## src/beamform_config.svh

```systemverilog
/* beamforming combiner configuration
   lane count, sample and weight widths, and the weighter pipeline depth */
`ifndef BEAMFORM_CONFIG_SVH
`define BEAMFORM_CONFIG_SVH

// complex samples carried in one beat of each channel
`define BF_LANES 8

// width of the real or imaginary part of a sample
`define BF_SAMPLE_W 16

// width of the real or imaginary part of a channel weight
`define BF_WEIGHT_W 8

// weights are fixed point with this many fraction bits, so a weight stays below one
// and the complex product is shifted right by the same amount
`define BF_WEIGHT_FRAC 7

// cycles through the channel weighter
// the beam summer adds one more register on top of this
`define BF_WEIGHTER_STAGES 2

`endif

```

## src/beamform_pkg.sv

```systemverilog
/* beamforming combiner types
   complex samples, weights and the weighted beats passed between pipeline stages */
`default_nettype none

`include "beamform_config.svh"

package beamform_pkg;

    // one signed part of an input or output sample
    typedef logic signed [`BF_SAMPLE_W-1:0] sample_t;

    // one signed part of a channel weight
    typedef logic signed [`BF_WEIGHT_W-1:0] coeff_t;

    // full precision product of one sample part and one weight part
    typedef logic signed [`BF_SAMPLE_W+`BF_WEIGHT_W-1:0] product_t;

    // a complex product part after the fraction shift
    // two bits wider than a sample, so the sum of two channels cannot wrap
    typedef logic signed [`BF_SAMPLE_W+1:0] weighted_t;

    typedef struct packed {
        coeff_t re;
        coeff_t im;
    } cplx_weight_t;

    typedef struct packed {
        sample_t re;
        sample_t im;
    } cplx_sample_t;

    // lane 0 sits in the low bits of the beat
    typedef cplx_sample_t [`BF_LANES-1:0] cplx_beat_t;

    typedef struct packed {
        weighted_t re;
        weighted_t im;
    } weighted_pair_t;

    // one weighted channel beat on its way to the summer
    typedef struct packed {
        weighted_pair_t [`BF_LANES-1:0] lane;
        logic                           last;
    } weighted_beat_t;

endpackage

`default_nettype wire

```

## src/beam_summer.sv

```systemverilog
/* beam summer
   adds two weighted channel beats lane by lane and saturates the sums to sample width */
`timescale 1ns/1ns
`default_nettype none

`include "beamform_config.svh"

module beam_summer (
    input  wire logic                          clock,
    input  wire logic                          resetn,
    input  wire logic                          a_valid,
    input  wire beamform_pkg::weighted_beat_t  a,
    input  wire logic                          b_valid,
    input  wire beamform_pkg::weighted_beat_t  b,
    output logic                               out_valid,
    output logic                               out_last,
    output beamform_pkg::cplx_beat_t           out_beat
);

    // one bit wider than a weighted part so the sum of two never wraps
    typedef logic signed [`BF_SAMPLE_W+2:0] sum_t;

    localparam sum_t sum_max = sum_t'(2 ** (`BF_SAMPLE_W - 1) - 1);
    localparam sum_t sum_min = -sum_t'(2 ** (`BF_SAMPLE_W - 1));

    beamform_pkg::cplx_beat_t sum_beat;

    // clamp a wide sum into the range of one sample part
    function automatic beamform_pkg::sample_t saturate(input sum_t value);
        if (value > sum_max) begin
            return beamform_pkg::sample_t'(sum_max);
        end else if (value < sum_min) begin
            return beamform_pkg::sample_t'(sum_min);
        end
        return beamform_pkg::sample_t'(value);
    endfunction

    // both operands are sign extended before the add
    always_comb begin
        for (int i = 0; i < `BF_LANES; i++) begin
            sum_beat[i].re = saturate(sum_t'(a.lane[i].re) + sum_t'(b.lane[i].re));
            sum_beat[i].im = saturate(sum_t'(a.lane[i].im) + sum_t'(b.lane[i].im));
        end
    end

    // the output register clears the beat and last on any cycle without valid
    always_ff @(posedge clock) begin
        if (!resetn) begin
            out_valid <= 1'b0;
            out_last  <= 1'b0;
            out_beat  <= '0;
        end else if (a_valid) begin
            out_valid <= 1'b1;
            out_last  <= a.last;
            out_beat  <= sum_beat;
        end else begin
            out_valid <= 1'b0;
            out_last  <= 1'b0;
            out_beat  <= '0;
        end
    end

    // both weighters see the same strobe, so their outputs must line up
    a_valid_aligned: assert property (
        @(posedge clock) disable iff (!resetn)
        a_valid == b_valid
    ) else $error("beam summer inputs arrive on different cycles");

    // last is taken from channel a only, which is safe while the channels agree
    a_last_aligned: assert property (
        @(posedge clock) disable iff (!resetn)
        a_valid |-> (a.last == b.last)
    ) else $error("beam summer inputs disagree on the frame last flag");

endmodule

`default_nettype wire

```

## config.mk

```make
export PLATFORM = sky130hd
export DESIGN_NAME = beam_summer
export DESIGN_NICKNAME = d
export VERILOG_FILES = /design/src/beamform_pkg.sv /design/src/beam_summer.sv
export VERILOG_INCLUDE_DIRS = /design/src
export SDC_FILE = /design/constraint.sdc
export NUM_CORES = 1
export LEC_CHECK = 0
export ABC_AREA = 1
export BUFFER_PORTS_ARGS = -buffer_cell sky130_fd_sc_hd__buf_4
export CAP_MARGIN = 25
export CORE_AREA = 2 2 323 325
export CTS_BUF_LIST = sky130_fd_sc_hd__clkbuf_8
export DETAILED_ROUTE_END_ITERATION = 12
export DIE_AREA = 0 0 325 327
export GPL_TIMING_DRIVEN = 1
export PLACE_DENSITY = 0.42
export REMOVE_ABC_BUFFERS = 1
export SLEW_MARGIN = 20
export SYNTH_ARGS = -nofsm -noshare
export SYNTH_HDL_FRONTEND = slang
export SYNTH_SLANG_ARGS = --single-unit
export TNS_END_PERCENT = 5
```

## constraint.sdc

```tcl
create_clock -name clock -period 3.15 [get_ports clock]
set_clock_uncertainty 0.05 [all_clocks]
set_input_delay 0.945 -clock clock [delete_from_list [all_inputs] [get_ports clock]]
set_output_delay 0.945 -clock clock [all_outputs]
set_load 0.01 [all_outputs]
```

==> metrics.cfg, run 1 <==
[detailed_routing]
vias=27900
totalWireLength_um=110000
firstDrtPassIters=6
postRouteAntennaNets=0
vias_per_cell=4.44
drc=0
wl_per_cell_um=17.5
drt_iter0_markers=1440

[timing]
min_period_over_period_pct=80.9
setup_viol=0
slew_headroom_pct=57.8
min_period_ns=2.55
tightest_slew_ns=0.631
max_freq_ghz=0.392
rsz0062_at_grt=no
finalMaxSlewViolations=0
hold_viol_final=0

[floorplanning]
num_rows=118
die_h_um=327
coreArea_mm2=0.103
io_pins=840
initial_utilization_pct=24.8
die_w_um=325
dieArea_mm2=0.106

[logic_synthesis]
async_reset_ff_share_pct=0
synth_cell_types=44
ys_ff_latch=258
synth_edf_count=0
syn-cell-area_mm2=0.0255
syn_area_per_cell_um2=6.55
yosysSeqAreaShare_pct=20.2
synth_cells=3894
synth_ff_type=dfxtp_1
yosys_warnings=0

[clocking]
cts_tree=done
path_clk_slew_ns=0.05
hold_buffers=0
post_cts_buffers=0
cts_made_buffers=59
clock-sinks=258
htree_levels=2
cts.repair.resized=0
clockBufferDepth=3
cts-root-buf=clkbuf_8

[power]
swShare_pct=40.8
clkPwrFrac_pct=27.8
intPower_mw=8.66
cellPowerDensity_mw_per_mm2=414
p_seq_share_pct=25.6
switching_power_mw=5.96
p_leak_nw=18.9
vdd_drop_max_uv=294
p_comb_share_pct=46.6

[critical_path]
cp-end-kind=flop
worstPathRequired_ns=3.65
critPathMostFrequentCell=nand2_1
cp_slowest_stage_delay_ns=0.51
path_buf_inv=1
timing_worst_setup_path_type=in -> reg
path_cells=buf_4, ha_1, fa_1, nand2_1, nand2_1, nand3_1, nand2_2, nand2_1, nand3b_1, nand2_1, nand2_1, o21ai_4, a21oi_1
start_kind=primary input
slowest_stage=o21ai_4
critPathTopFamily=compound AO/OA/AOI/OAI gates
crit_fanout=15
cp_data_arrival_time_ns=3.05

[cells_and_area]
layout.nets=5725
instances_no_fill=6278
areaGrowthSynthToFinish_pct=38.2
final.fill_count=11500
final_area_mm2=0.0353
regArea_mm2=0.00516
multi_input_area_mm2=0.0182
drive_above_1_share_pct=28.5

[grt]
grt_max_degree=82
track_usage_pct=20.1
grt_pass1_vias=28700
antenna_found_initial=18
grt_pass1_wl_um=166000
grt.overflow.total=0

[place]
portBuffers=837
gp_congestion=0.912
dp.cells=6158
place_area_mm2=0.0341
dpl.hpwl_um=94500

[status]
status=completed

[worst_hold_path]
hold_path_class=in -> reg

[run]
drv_cap=0

[cells in the mapped netlist (10+ instances only)]
| cell | instances | share of area, % |
|---|---|---|
| dfxtp_1 | 258 | 20 |
| nand3_2 | 15 | 0.59 |
| nand3_1 | 220 | 4.3 |
| xnor2_1 | 82 | 2.8 |
| inv_2 | 19 | 0.28 |
| a21oi_2 | 132 | 4.5 |
| a21oi_1 | 342 | 6.7 |
| nor3_1 | 17 | 0.33 |
| o21bai_1 | 23 | 0.68 |
| ha_1 | 288 | 14 |
| inv_1 | 420 | 6.2 |
| nand4_1 | 50 | 1.2 |
| a21o_1 | 10 | 0.29 |
| nand3b_1 | 17 | 0.50 |
| fa_1 | 16 | 1.3 |
| clkbuf_1 | 18 | 0.26 |
| nor2_2 | 29 | 0.71 |
| o21ai_0 | 55 | 1.1 |
| a31oi_1 | 20 | 0.49 |
| nand2_1 | 1245 | 18 |
| xor2_1 | 122 | 4.2 |
| nand2_2 | 142 | 3.5 |
| nor2_1 | 257 | 3.8 |
| nand2_4 | 14 | 0.62 |
| and3_1 | 13 | 0.32 |
| buf_6 | 21 | 0.93 |
[stage by stage]
stage                     setup WS [ns]  power [mW]  util [%]  hold WS [ns]  setup TNS, ns
after global placement           -0.118        10.7      33.1          1.11          -3.62
after CTS                         0.611        14.9      34.3         0.306              0
after global routing              0.435        15.7      34.3         0.371              0
final                             0.601        14.6      34.3         0.408              0
after detailed placement         -0.123        10.7      33.1          1.12          -3.56
after floorplan                   -3.85        7.84         -          1.01        -351.99
[state kept, by name, summed over array words and instances, names as in the netlist]
signal,flops
out_beat,256
out_last,1
out_valid,1
[layout make-up]
cell class	count	area share, %
Tap cell	1380	4.89
Clock buffer	75	2.93
Sequential cell	258	14.6
Timing Repair Buffer	946	20.8
Antenna cell	13	0.0922
Inverter	440	4.68
Clock inverter	32	0.468
Multi-Input combinational cell	3134	51.5
[tightest hold or removal path, delay by kind of cell]
family                 cells  cell delay (ns)
buffers and inverters      2             0.10
AND/OR/NAND/NOR            1             0.08
[power groups by stage]
stage / combinational [mW] / clock [mW] / sequential, mW
after floorplan: 3.88 / 0 / 3.96
after global placement: 6.89 / 0 / 3.82
after detailed placement: 6.86 / 0 / 3.82
after CTS: 6.89 / 4.29 / 3.75
after global routing: 7.57 / 4.40 / 3.78
final: 6.81 / 4.06 / 3.75
[routing by layer]
| layer | vias up | share of wire (%) | global-route usage (%) |
|---|---|---|---|
| met2 | 738 | 50 | 36.2 |
| met1 | 12500 | 42 | 23.5 |
| met5 | - | 0.037 | 0 |
| met4 | 6 | 2.3 | 5.26 |
| met3 | 125 | 6.3 | 5.03 |
| li1 | 14500 | - | - |
[kinds of logic after synthesis]
| group | count (synthesis) | share of synthesized area, % |
|---|---|---|
| fa+ha+maj | 304 | 15.4 |
| flops | 258 | 20.2 |
| simple gates | 2037 | 34.7 |
| compound gates | 589 | 14.1 |
| buf+inv | 502 | 8.63 |
| xor+xnor | 204 | 7.00 |
[cells in the final DEF, fill, tap and decap left out, drive strengths merged]
cell and n:
inv 461, nand4 50, fa 16, clkbuf 75
xor2 122, diode 13, buf 946, nand3 235
a21oi 474, clkinvlp 1, nand2 1401, or2 5
nor3 19, nand3b 18, dfxtp 258, bufinv 1
o21ai 61, a31oi 20, a21o 10, o21bai 23
xnor2 82, nor2 286, ha 288, nor4 7
a41oi 1, and3 13, clkinv 9, and2 3
[worst paths after layout]
| check | start | end | slack (ns) | cells past startpoint |
|---|---|---|---|---|
| worst max-delay path | a[217] | out_beat[193]$_SDFF_PN0_ | 0.60 | 13 |
| worst min-delay path | a[0] | out_last$_SDFF_PN0_ | 0.41 | 3 |
(Power assumes the default switching activity.)
==> run 2, diff against run 1 <==
==> constraint.sdc (replaced) <==
create_clock -name clock -period 2.4 [get_ports clock]
set_clock_uncertainty 0.05 [all_clocks]
set_input_delay 0.72 -clock clock [delete_from_list [all_inputs] [get_ports clock]]
set_output_delay 0.72 -clock clock [all_outputs]
set_load 0.01 [all_outputs]
==> metrics.cfg, run 2 (synthesized netlist as in run 1, its figures left out) <==
[status]
status=completed

[detailed_routing]
drc=0
postRouteAntennaNets=0
totalWireLength_um=113000
vias=30100
vias_per_cell=4.38
drt_iter0_markers=1335
wl_per_cell_um=16.5
firstDrtPassIters=5

[cells_and_area]
areaGrowthSynthToFinish_pct=57.3
layout.nets=6325
top_register=out_beat
reg.largest.list=out_beat (256), out_last (1), out_valid (1)
instances_no_fill=6876
final_cell_mix=buf_4 (1,512), nand2_1 (1,245), inv_1 (432)
drive_above_1_share_pct=36.5
largest_reg_flops=256
final.fill_count=11200
mostFrequentLayoutCell=buf_4

[grt]
grt_pass1_wl_um=172000
antenna_found_initial=10
grt_max_degree=63
grt.overflow.total=0
busiest_layer=met2
use_met1_pct=24.1
gr-usage-met2_pct=37.9
grt_pass1_vias=30700
track_usage_pct=20.7
use_met3_pct=4.67

[worst_hold_path]
hold_start=a[0]
hold_path_class=in -> reg

[clocking]
hold_buffers=0
post_cts_buffers=0
cts-root-buf=clkbuf_8
cts.repair.resized=0
clockBufferDepth=3
cts_made_buffers=60
clock-sinks=258
path_clk_slew_ns=0.05
cts_tree=done
htree_levels=2

[power]
vdd_drop_max_uv=367
cellPowerDensity_mw_per_mm2=537
switching_power_mw=8.22
p_comb_share_pct=49.0
clkPwrFrac_pct=28.1
p_leak_nw=21.9
swShare_pct=38.1
p_seq_share_pct=22.9
intPower_mw=13.3

[timing]
setup_viol=0
max_freq_ghz=0.440
hold_viol_final=0
finalMaxSlewViolations=0
rsz0062_at_grt=no
slew_headroom_pct=61.6
tightest_slew_ns=0.574
whs_ns=0.145
min_period_over_period_pct=94.8
min_period_ns=2.27

[floorplanning]
dieArea_mm2=0.106
die_w_um=325
num_rows=118
initial_utilization_pct=24.8
die_h_um=327
io_pins=840
coreArea_mm2=0.103

[critical_path]
path_buf_inv=1
critPathTopFamily=adder cells
critPathMostFrequentCell=nand2_1
cp-end-kind=flop
slowest_stage=o21ai_4
cp_slowest_stage_delay_ns=0.47
timing_worst_setup_path_type=in -> reg
cp_data_arrival_time_ns=2.79
crit_fanout=15
path_cells=buf_4, ha_1, fa_1, nand2_1, nand3_1, nand3_1, nand2_2, nand2_1, nand3b_1, nand2_2, nand2_1, o21ai_4, a21oi_1
crit_start=a[271]
worstPathRequired_ns=2.91
start_kind=primary input

[place]
portBuffers=837
dp.cells=6757
gp_congestion=0.916
dpl.hpwl_um=98700

[run]
drv_cap=0

[run 2: path summary, 6_finish.rpt]
kind	end	slack [ns]	cells after the start
max	out_beat[244]$_SDFF_PN0_	0.13	13
min	out_last$_SDFF_PN0_	0.14	3
[run 2: routing by layer]
metal | vias to the layer above | wire length, um
met2 | 737 | 56800
li1 | 15700 | -
met1 | 13500 | 47400
met5 | - | 18
met4 | 2 | 2810
met3 | 136 | 6400
[run 2: final cells by class]
cell class / count / area [um^2] / area share, %
clock inverter: 25 / 228 / 0.567
multi-input combinational: 3134 / 18200 / 45.3
inverter: 440 / 1650 / 4.11
timing repair buffer: 1545 / 12000 / 29.9
tap: 1380 / 1730 / 4.30
sequential: 258 / 5160 / 12.9
antenna: 9 / 22.5 / 0.0561
clock buffer: 85 / 1170 / 2.91
[run 2: power groups by stage]
stage	logic, mW	clock network [mW]	registers, mW
after detailed placement	10.6	0	5.04
after CTS	10.7	6.33	4.95
after floorplan	5.09	0	5.20
after global routing	11.7	6.48	4.98
final	10.6	6.05	4.94
after global placement	10.6	0	5.04
[run 2: stage by stage]
| stage | utilization [%] | total power, mW | area, um^2 | TNS, ns | setup slack (ns) |
|---|---|---|---|---|---|
| after detailed placement | 37.6 | 15.7 | 38700 | -101.11 | -0.595 |
| final | 39.0 | 21.6 | 40100 | 0 | 0.125 |
| after global routing | 39.0 | 23.1 | 40100 | 0 | 0.0441 |
| after CTS | 39.0 | 22.0 | 40100 | 0 | 0.130 |
| after global placement | 37.6 | 15.7 | 38700 | -100.55 | -0.584 |
| after floorplan | - | 10.3 | 25000 | -487.44 | -4.37 |
